<file path="src/source/board_pkg.sv">
package board_pkg;

   // bank geometry.
   localparam int NUM_BANKS      = 4;
   localparam int BANK_ADDR_BITS = 10;
   localparam int BANK_SEL_BITS  = $clog2(NUM_BANKS);

   // banks 0 and 1 are RAM, 2 and 3 are ROM.
   localparam logic [NUM_BANKS-1:0] BANK_CPU_WRITABLE = 4'b0011;

   // cpu map. 15:14 must be zero, 13:12 pick the bank.
   localparam int CPU_WIN_LSB  = 14;
   localparam int CPU_BANK_LSB = 12;

   // nobody drives the cpu data bus.
   localparam logic [7:0] CPU_OPEN_BUS = 8'hff;

   typedef struct packed {
      logic        rd;
      logic        wr;
      logic [15:0] addr;
      logic [7:0]  wdata;
   } cpu_req_t;

   typedef struct packed {
      logic       rvalid;
      logic [7:0] rdata;
   } cpu_rsp_t;

   typedef struct packed {
      logic [NUM_BANKS-1:0] host_stb;
      logic [NUM_BANKS-1:0] cpu_cs;
   } bank_sel_t;

endpackage

</file>
<file path="src/source/host_pkg.sv">
package host_pkg;

   // returned by an unmapped host cycle.
   localparam logic [7:0] HOST_NULL_DAT = 8'h00;

   typedef struct packed {
      logic       exp;
      logic [2:0] region;
      logic [1:0] bank;
      logic [7:0] pad;
      logic [9:0] offset;
   } host_con_adr_t;

   typedef struct packed {
      logic        exp;
      logic [11:0] pad;
      logic        page;
      logic [9:0]  offset;
   } host_exp_adr_t;

   // same 24 bits, exp picks the view.
   typedef union packed {
      host_con_adr_t console;
      host_exp_adr_t expansion;
   } host_adr_u;

   typedef struct packed {
      logic       cyc;
      logic       stb;
      logic       we;
      host_adr_u  adr;
      logic [7:0] dat;
   } host_req_t;

   typedef struct packed {
      logic       ack;
      logic [7:0] dat;
   } host_rsp_t;

endpackage

</file>
<file path="src/source/bus_decoder.sv">
`timescale 1ns/1ps

module bus_decoder
   import board_pkg::*;
   import host_pkg::*;
(
   input  logic      clk,
   input  logic      reset_i,
   input  host_req_t host_req_i,
   input  cpu_req_t  cpu_req_i,
   output bank_sel_t sel_o,
   output logic      null_stb_o
);

   logic                 host_active;
   logic                 host_pending;
   logic                 host_first;
   logic [NUM_BANKS-1:0] host_map;
   logic [NUM_BANKS-1:0] cpu_map;

   assign host_active = host_req_i.cyc & host_req_i.stb;
   assign host_first  = host_active & ~host_pending;

   // strobe seen last cycle, so this one was already handed out.
   always_ff @(posedge clk) begin
      if (reset_i) begin
         host_pending <= 1'b0;
      end else begin
         host_pending <= host_active;
      end
   end

   always_comb begin
      host_map = '0;
      if (!host_req_i.adr.console.exp) begin
         if (host_req_i.adr.console.region == 3'd0) begin
            host_map[host_req_i.adr.console.bank] = 1'b1;
         end
      end else begin
         // expansion page 0 and 1 land in banks 2 and 3.
         host_map[{1'b1, host_req_i.adr.expansion.page}] = 1'b1;
      end
   end

   always_comb begin
      cpu_map = '0;
      if ((cpu_req_i.rd || cpu_req_i.wr) && cpu_req_i.addr[15:CPU_WIN_LSB] == '0) begin
         cpu_map[cpu_req_i.addr[CPU_BANK_LSB +: BANK_SEL_BITS]] = 1'b1;
      end
   end

   assign sel_o = '{
      host_stb: host_map & {NUM_BANKS{host_first}},
      cpu_cs:   cpu_map
   };

   assign null_stb_o = host_first & ~(|host_map);

   // master holds the request until ack.
   a_host_stable: assert property (@(posedge clk) disable iff (reset_i)
      (host_active && host_pending) |-> ($stable(host_req_i.adr) && $stable(host_req_i.we)));

   // a cpu cycle is a read or a write, not both.
   a_cpu_rd_wr: assert property (@(posedge clk) disable iff (reset_i)
      !(cpu_req_i.rd && cpu_req_i.wr));

endmodule

</file>
<file path="config.mk">
export PLATFORM = sky130hd
export DESIGN_NAME = bus_decoder
export DESIGN_NICKNAME = d
export VERILOG_FILES = /design/src/source/board_pkg.sv /design/src/source/host_pkg.sv /design/src/source/bus_decoder.sv
export SDC_FILE = /design/constraint.sdc
export NUM_CORES = 1
export LEC_CHECK = 0
export ABC_AREA = 1
export ABC_CLOCK_PERIOD_IN_PS = 1750
export BUFFER_PORTS_ARGS = -buffer_cell sky130_fd_sc_hd__buf_2
export CAP_MARGIN = 10
export CORE_AREA = 2 2 39 41
export CTS_CLUSTER_SIZE = 40
export DETAILED_ROUTE_END_ITERATION = 6
export DIE_AREA = 0 0 41 43
export PLACE_DENSITY = 0.76
export SETUP_SLACK_MARGIN = 0.1
export SLEW_MARGIN = 10
export SYNTH_ARGS = -nofsm -noshare
export SYNTH_HDL_FRONTEND = slang
export SYNTH_SLANG_ARGS = --single-unit
export TNS_END_PERCENT = 20
</file>
<file path="constraint.sdc">
create_clock -name clk -period 1.75 [get_ports clk]
set_clock_uncertainty 0.05 [all_clocks]
set_input_delay 0 -clock clk [delete_from_list [all_inputs] [get_ports clk]]
set_output_delay 0 -clock clk [all_outputs]
set_load 0.02 [all_outputs]
</file>
* Word level (Yosys, flattened, before mapping) *
Cells that the tools add are included.

word-level totals
  input port bits = 63
  register bits after elaboration = 1
  logic and storage cells = 30
  output and inout bits = 9

cells by class
  $lt $le $gt $ge = 6
  bitwise operators = 6
  reduce and logical (&&, ||, !) cells = 8
  muxes and demuxes = 9

operators with widths
  cell                  number
  $mux W4               3
  $lt A2 B3 Y1 const B  3
  $ge A2 B1 Y1 const B  3
  $and A4 B4 Y4         1
  $demux W1 S2          2
  $logic_and A1 B1 Y1   4
  $reduce_or A4 Y1      1
  $and A1 B1 Y1         3
  $logic_not A3 Y1      1
  $mux W1               3
  $logic_not A2 Y1      1
  $not A1 Y1            2
  $demux W1 S1          1
  $logic_or A1 B1 Y1    1

* Longest topological paths before layout *
  word-level depth = 9
  gate-level depth with buffers = 6
  depth with buffers taken out = 6

* Worst setup path before layout *
Ideal clock, no wire load.

  kind = flip-flop to output port
  from = reg host_pending
  to = out sel_o[5] in the netlist's numbering
  data arrival time = 0.960 ns
  cell stages (with the launch flop) = 4
  setup slack = 0.740 ns
  cells stage by stage = dfxtp_1 > nor2_2 > nand2_1 > nor3_1

RTL lines
  what                      line               text
  start: declaration        bus_decoder.sv:16  logic host_pending;
  start signal: assignment  bus_decoder.sv:29  host_pending <= host_active;
  end: declaration          bus_decoder.sv:11  output bank_sel_t sel_o,

==> flow_summary.toml <==
[synth]
synth_seq_cells = 1
synth_cells = 37
syn_nets = 100
syn_avg_cell_area_sq_um = 5.34
synth_top_cell_area_share_pct = 13.3
yosysSeqAreaShare_pct = 10.1
synth_area_sq_um = 198
synth_area_leaders = "inv_1 13%, nor2_1 13%, nor3_1 13%"
yosys_warnings = 0
synth_top_area_cell = "inv_1"
synth_cell_types = 13

[placement]
pre_cts_slack_ns = 0.794
io_buffer_count = 25
place_congestion = 0.535
dpl.hpwl_microns = 522
placed_area_sq_um = 343

[cells_and_area]
largest_reg_flops = 1
insertedDiodeCount = 0
area_delta_synth_final_pct = 73.4
final_common_cell = "buf_2"
final_util_pct = 24.8
drive_gt1_share_pct = 51.6
regMostFlops = "host_pending"
finalInstanceArea_sq_um = 343
layout_common_cells = "25 x buf_2, 7 x inv_1, 7 x nor2_1"
final_net_count = 127
reg_top3 = "host_pending: 1 flops"

[drt]
ant_nets = 0
detail_route.wl_per_cell_microns = 7.44
wl_microns = 580
drcViolationCount = 0
num_vias = 323
vias_per_cell = 4.14
dr.first_iter.drc_count = 3
drtPass1Iterations = 2

[timing]
final-setup-viol-count = 0
report.final.slew_viol_count = 0
setup_ws_ns = 0.813
max_freq_mhz = 1070
worst_slew_pin_slew_ns = 0.402
period_needed_ns = 0.937
fin_crit_sh_pct = 53.5
hold_viol = 0
rsz0062_at_grt = "false"
relSlewSlack_pct = 72.9
timing.setup.tns_ns = 0

[min_path]
hp-class = "primary input to flip-flop"
hp-start = "reset_i"
min_path_cells = 2

[die]
ioPinCount = 72
dieWidth_microns = 41
dieArea_sq_um = 1760
die_h_microns = 43
initial_core_util_pct = 14.3
core_sq_um = 1380
num_rows = 14

[critical_path]
crit_family = "simple AND/OR/NAND/NOR gates"
cp-start-kind = "flip-flop"
cp-end-kind = "output port"
worstPathMaxFanout = 4
cp_slowest_cell = "dfxtp_1"
arrival_ns = 0.89
cp.required_ns = 1.70
startpoint = "host_pending$_SDFF_PP0_"
path_depth = 4
slowest_delay_ns = 0.28
path_buf_inv = 1
path_cells = "nor2_2 > nand2_1 > nor3_1 > buf_2"
criticalPathCategory = "flip-flop to output port"

[power]
p_per_area_nw_per_um2 = 242
p_leak_nw = 0.207
power.total_uw = 83.1
ir_worst_vdd_mv = 0.132

[clock_tree]
cts.repair.resized = 0
ctsHoldBuffers = 0
cts_setup_buffers = 0
clk_pin_slew_ns = 0

[global_routing]
grt-ovfl-total = 0
grt_pass1_vias = 235
grt_pass1_wl_microns = 779
track_usage_pct = 5.71
antenna_found_initial = 0
grt_max_degree = 5

[job]
maxCapViolations = 0

[run_status]
status = "finished clean"
## where the power goes
group | internal, mW | switching [mW] | total [mW]
Sequential | 0.0242 | 0.000343 | 0.0245
Clock | 0 | 0 | 0
Combinational | 0.0253 | 0.0332 | 0.0585
Total | 0.0495 | 0.0335 | 0.0831
## per-layer routing
layer  track usage (%)  vias to the layer above  share of wire [%]
met5                 0                        -                  0
met4                 0                        0                  0
met3                 0                        0                 18
met2              11.9                       23                 43
met1              6.05                      135                 39
li1                  -                      165                  -
## final cells by class
class	instances	area [sq um]
Inverter	8	30.0
Sequential cell	1	20.0
Tap cell	16	20.0
Multi-Input combinational cell	28	148
Timing Repair Buffer	25	125
Fill cell	154	1040
## synthesized netlist by cell type, drive strengths merged
cell type,instances
dfxtp,1
o21ai,2
inv,8
a21oi,1
nor3,5
nand2,6
nor2,10
and2,1
nand3,3
## worst paths after layout
path	endpoint	slack, ns
setup / recovery	sel_o[5]	0.81
hold / removal	host_pending$_SDFF_PP0_	0.11
## cells by family (layout without fill, tap and decap cells)
logic type / after synthesis / count (layout) / synth area share (%)
AOI/OAI and AO/OA: 3 / 3 / 9.49
buffers and inverters: 8 / 33 / 15.2
DFF: 1 / 1 / 10.1
and+or+nand+nor: 25 / 25 / 65.2
## metrics by stage
stage / instances / hold slack, ns
6_report: 78 / 0.108
4_1_cts: 78 / 0.110
3_3_place_gp: 78 / 0.107
3_5_place_dp: 78 / 0.109
5_1_grt: 78 / 0.116
2_1_floorplan: 37 / 0.0224
(Power assumes the default switching activity.)
