[config.mk]
export PLATFORM = sky130hd
export DESIGN_NAME = read_merge
export DESIGN_NICKNAME = d
export VERILOG_FILES = /design/src/source/board_pkg.sv /design/src/source/host_pkg.sv /design/src/source/read_merge.sv
export SDC_FILE = /design/constraint.sdc
export NUM_CORES = 1
export LEC_CHECK = 0
export BUFFER_PORTS_ARGS = -buffer_cell sky130_fd_sc_hd__buf_4
export CAP_MARGIN = 5
export CORE_MARGIN = 2
export CORE_UTILIZATION = 25
export CTS_CLUSTER_DIAMETER = 80
export DETAILED_ROUTE_END_ITERATION = 10
export HOLD_SLACK_MARGIN = 0.06
export PLACE_DENSITY = 0.75
export SETUP_SLACK_MARGIN = 0.4
export SYNTH_ARGS = -nofsm -noshare
export SYNTH_HDL_FRONTEND = slang
export SYNTH_SLANG_ARGS = --single-unit
[constraint.sdc]
create_clock -name clk -period 0.9 [get_ports clk]
set_input_delay 0.09 -clock clk [delete_from_list [all_inputs] [get_ports clk]]
set_output_delay 0.09 -clock clk [all_outputs]
set_load 0.01 [all_outputs]
[src/source/board_pkg.sv]
package board_pkg;

   // bank geometry.
   localparam int NUM_BANKS      = 4;
   localparam int BANK_ADDR_BITS = 10;
   localparam int BANK_SEL_BITS  = $clog2(NUM_BANKS);

   // banks 0 and 1 are RAM, 2 and 3 are ROM.
   localparam logic [NUM_BANKS-1:0] BANK_CPU_WRITABLE = 4'b0011;

   // cpu map. 15:14 must be zero, 13:12 pick the bank.
   localparam int CPU_WIN_LSB  = 14;
   localparam int CPU_BANK_LSB = 12;

   // nobody drives the cpu data bus.
   localparam logic [7:0] CPU_OPEN_BUS = 8'hff;

   typedef struct packed {
      logic        rd;
      logic        wr;
      logic [15:0] addr;
      logic [7:0]  wdata;
   } cpu_req_t;

   typedef struct packed {
      logic       rvalid;
      logic [7:0] rdata;
   } cpu_rsp_t;

   typedef struct packed {
      logic [NUM_BANKS-1:0] host_stb;
      logic [NUM_BANKS-1:0] cpu_cs;
   } bank_sel_t;

endpackage

[src/source/host_pkg.sv]
package host_pkg;

   // returned by an unmapped host cycle.
   localparam logic [7:0] HOST_NULL_DAT = 8'h00;

   typedef struct packed {
      logic       exp;
      logic [2:0] region;
      logic [1:0] bank;
      logic [7:0] pad;
      logic [9:0] offset;
   } host_con_adr_t;

   typedef struct packed {
      logic        exp;
      logic [11:0] pad;
      logic        page;
      logic [9:0]  offset;
   } host_exp_adr_t;

   // same 24 bits, exp picks the view.
   typedef union packed {
      host_con_adr_t console;
      host_exp_adr_t expansion;
   } host_adr_u;

   typedef struct packed {
      logic       cyc;
      logic       stb;
      logic       we;
      host_adr_u  adr;
      logic [7:0] dat;
   } host_req_t;

   typedef struct packed {
      logic       ack;
      logic [7:0] dat;
   } host_rsp_t;

endpackage

[src/source/read_merge.sv]
`timescale 1ns/1ps

module read_merge
   import board_pkg::*;
   import host_pkg::*;
(
   input  logic                          clk,
   input  logic                          reset_i,
   input  bank_sel_t                     sel_i,
   input  logic                          null_stb_i,
   input  logic                          cpu_rd_i,
   input  logic [NUM_BANKS-1:0][7:0]     bank_host_dat_i,
   input  logic [NUM_BANKS-1:0]          bank_host_ack_i,
   input  logic [NUM_BANKS-1:0][7:0]     bank_cpu_dat_i,
   input  logic [NUM_BANKS-1:0]          bank_cpu_valid_i,
   output host_rsp_t                     host_rsp_o,
   output cpu_rsp_t                      cpu_rsp_o
);

   logic [NUM_BANKS-1:0] host_sel_q;
   logic                 null_q;
   logic                 cpu_rd_q;
   logic [7:0]           cpu_and;
   logic [7:0]           host_dat;

   always_ff @(posedge clk) begin
      if (reset_i) begin
         host_sel_q <= '0;
         null_q     <= 1'b0;
         cpu_rd_q   <= 1'b0;
      end else begin
         host_sel_q <= sel_i.host_stb;
         null_q     <= null_stb_i;
         cpu_rd_q   <= cpu_rd_i;
      end
   end

   // wired-and bus, idle sources float high.
   always_comb begin
      cpu_and = CPU_OPEN_BUS;
      for (int i = 0; i < NUM_BANKS; i++) begin
         cpu_and = cpu_and & (bank_cpu_valid_i[i] ? bank_cpu_dat_i[i] : CPU_OPEN_BUS);
      end
   end

   always_comb begin
      host_dat = HOST_NULL_DAT;
      for (int i = 0; i < NUM_BANKS; i++) begin
         if (host_sel_q[i]) begin
            host_dat = bank_host_dat_i[i];
         end
      end
   end

   assign host_rsp_o = '{ack: (|bank_host_ack_i) | null_q, dat: host_dat};
   assign cpu_rsp_o  = '{rvalid: cpu_rd_q, rdata: cpu_and};

   a_one_ack: assert property (@(posedge clk) disable iff (reset_i)
      $onehot0(bank_host_ack_i));

endmodule
## Word-level counts from Yosys, hierarchy flattened

Index checks and enable logic that the tools add are counted.

- Register bits after elaboration: 6
- Latch bits: 0
- Bits in writable memories: 0
- Bits in read-only memories: 0
- Output and inout bits: 18
- Word-level logic and storage cells: 16
- Memories: 0

- $add $sub $neg: 0
- Multipliers: 0
- Div/mod/pow operators: 0
- $lt $le $gt $ge: 0
- Equal/unequal tests: 0
- Shift-type cells: 0
- Multiplexer cells: 8
- Bitwise operators: 4
- Reduce and logical (&&, ||, !) cells: 1

Operators by type and width:

| kind | count |
|---|---|
| $mux 8 | 8 |
| $and 8x8->8 | 3 |
| $reduce_or 4->1 | 1 |
| $or 1x1->1 | 1 |

## Longest topological paths before layout

- Depth in word-level cells: 4
- Mapped depth: 4

## Worst setup path before layout

Ideal clock, no wire load.

- Path kind: flip-flop to output port
- Start: register host_sel_q[3]
- End: output port host_rsp_o[5] (netlist name)
- Data arrival time: 0.858 ns
- Required time: 0.810 ns
- Slack: -0.048 ns
- Stages on the path, launching flop included: 5
- Path buffers: 1
- Path through: dfxtp_1 -> nand2b_1 -> buf_6 -> o22ai_2 -> a31oi_1

RTL lines:

| element | RTL line | text |
|---|---|---|
| from (decl) | read_merge.sv:20 | `logic [NUM_BANKS-1:0] host_sel_q;` |
| from (signal assigned) | read_merge.sv:32 | `host_sel_q <= sel_i.host_stb;` |
| to (decl) | read_merge.sv:16 | `output host_rsp_t host_rsp_o,` |

==> impl_metrics.json <==
{
  "outcome": "finished, violations left",
  "violations": "negative setup slack",
  "netlist_area_um2": 637,
  "cts.sinks": 6,
  "cp-end-kind": "output port",
  "num_vias": 1092,
  "ant_nets": 0,
  "drt_first_iter_violations": 8,
  "worst-path-buf-inv": 1,
  "drv_slew": 0,
  "die_area_um2": 2970,
  "cell_internal_pwr_uw": 1010,
  "max-vdd-ir-drop_mv": 0.768,
  "place_area_um2": 1580,
  "antenna_found_initial": 0,
  "dp_hpwl_mm": 2.44,
  "final_nets": 278,
  "core_area_um2": 2450,
  "arrival_ns": 1.24,
  "yosysSeqAreaShare_pct": 18.9,
  "synth_warnings": 0,
  "hold_ws_ns": 0.0261,
  "hold_end": "host_sel_q[3]",
  "final_cell_area_um2": 1860,
  "grt-ovfl-total": 0,
  "multi_input_area_um2": 688,
  "p_sw_uw": 488,
  "slew_headroom_pct": 83.7,
  "power.share.combinational_pct": 62.2,
  "regArea_um2": 128,
  "finalWorstSetupSlack_ns": -0.426,
  "setup_viol": 16,
  "wl_met1_mm": 1.07,
  "cts_tree": "built",
  "ys_ff_latch": 6,
  "grt_pass1_wl_mm": 4.37,
  "hold_viol_final": 0,
  "leakagePower_uw": 0.000865,
  "synth_cell_types": 21,
  "drt_wl_total_mm": 3.14,
  "antenna_cells": 0,
  "cp.required_ns": 0.81,
  "fin_crit_sh_pct": 147,
  "area_growth_pct": 192,
  "grt_pass1_vias": 1029,
  "place_congestion": 0.676,
  "cts_root_buffer": "clkbuf_4",
  "crit_slowest_cell": "dfxtp_4",
  "dr.pass1.iters": 5,
  "wl_met2_mm": 1.61,
  "rsz0062_at_grt": "true",
  "critical_path_class": "flop to output port",
  "power_density_nw_per_um2": 806,
  "max_freq_mhz": 754,
  "fillers": 172,
  "clk_path_buf_depth": 2,
  "cap_violations": 0,
  "min_path_type": "input port to flop",
  "start_util_pct": 25.9,
  "crit_family": "flip-flops",
  "htree_levels": 1,
  "wl_met3_um": 409,
  "netlist_instances": 85,
  "clk_pin_slew_ns": 0.05,
  "final_util_pct": 75.7,
  "crit_path_max_fanout": 3,
  "hold_depth": 2,
  "routedWlPerCell_um": 14.1,
  "power_uw": 1500,
  "syn_nets": 169,
  "die_h_um": 54.5,
  "viasPerCell": 4.90,
  "critPathLaunchType": "flop",
  "cp_cell_sequence": "or3b_1 > o21ai_1 > a31oi_1 > buf_4",
  "grtUsageTotal_pct": 20.3,
  "worst_slew_pin_slew_ns": 0.245,
  "routed.top_layer": "met4",
  "cpPeakStageDelay_ns": 0.35,
  "clockPowerShare_pct": 18.3,
  "dp_cells": 214,
  "grt_start_max_net_pins": 9,
  "numCtsBuffers": 3,
  "seq_power_share_pct": 19.4,
  "swShare_pct": 32.6,
  "placementRows": 18,
  "drive_gt1_share_pct": 78.8,
  "min_period_ns": 1.33,
  "synth_area_per_cell_um2": 7.49,
  "final_cells": 223,
  "min_from": "reset_i",
  "die_w_um": 54.5,
  "io_pins": 102,
  "drc_errors": 0,
  "io_buffers": 97
}
==> cells by family (layout without fill, tap and decap cells) <==
group,Yosys count,after routing,share of synthesized area (%)
AO/OA/AOI/OAI,38,38,49.1
buffers and inverters,24,132,16.5
AND/OR/NAND/NOR,17,17,15.5
flip-flops,6,6,18.9
==> flip-flops by register name, indices dropped and copies added (netlist names) <==
register and cells:
null_q 1, cpu_rd_q 1, host_sel_q 4
==> how the worst max path moves through the flow <==
stage	slack (ns)	startpoint	cells past startpoint	end
after global placement	-0.14	host_sel_q[1]	4	host_rsp_o[3]
after detailed placement	-0.18	host_sel_q[1]	4	host_rsp_o[4]
after global routing	-0.48	host_sel_q[2]	4	host_rsp_o[6]
final	-0.43	host_sel_q[2]	4	host_rsp_o[6]
after floorplan	-0.02	host_sel_q[2]	3	host_rsp_o[6]
after CTS	-0.43	host_sel_q[2]	4	host_rsp_o[6]
==> placed cells by master, fill, tap and decap left out, types with 2 or more instances in the layout <==
cell type   count
nor2b_1         6
buf_12          3
a221oi_4        8
a22oi_2         6
dfxtp_2         3
o22ai_4         8
buf_4          94
nand2_1         3
a21oi_2         6
dfxtp_1         2
o22ai_1         6
inv_1          16
clkbuf_4        3
buf_6          12
clkinvlp_4      2
nand3b_1        2
==> Yosys cell counts (all sizes together) <==
cell	number	area, µm²
inv	19	71.3
o22ai	15	100
a221oi	8	120
a21oi	6	30.0
a22oi	6	45.0
dfxtp	6	120
nor2b	6	37.5
buf	3	23.8
nand2	3	11.3
a31oi	2	12.5
clkbuf	2	10.0
nand3b	2	15.0
nor2	2	7.51
and2b	1	7.51
nand2b	1	6.26
nor3	1	5.00
o21ai	1	5.00
or3b	1	8.76
==> what timing repair did <==
item,CTS,global route
setup buffers,4,1
gates resized for setup,31,8
endpoints found under the setup margin,18,18
hold endpoints to repair,6,6
pin swaps,6,1
==> through the flow <==
| step | setup TNS (ns) | setup WS [ns] |
|---|---|---|
| 2_1_floorplan | -0.0340 | -0.0227 |
| 3_3_place_gp | -1.11 | -0.135 |
| 3_5_place_dp | -1.39 | -0.175 |
| 4_1_cts | -3.80 | -0.434 |
| 5_1_grt | -4.71 | -0.482 |
| 6_report | -3.91 | -0.426 |
==> layout make-up <==
| class | count | share of cell area [%] |
|---|---|---|
| timing repair buffer | 109 | 48.5 |
| multi-input combinational | 55 | 37.0 |
| sequential | 6 | 6.86 |
| inverter | 19 | 4.24 |
| tap | 30 | 2.02 |
| clock buffer | 4 | 1.41 |
==> power groups by stage <==
stage	sequential [µW]	combinational, µW	clock [µW]
floorplan	295	348	0
global placement	292	764	0
detailed placement	293	779	0
CTS	290	905	281
global route	293	995	295
finish	291	933	275
==> routing by layer <==
layer | vias up | track usage (%)
met2 | 74 | 38.8
met3 | 4 | 3.55
met4 | 0 | 6.67
met5 | - | 0
li1 | 530 | -
met1 | 484 | 22.3
(Power assumes the default switching activity.)
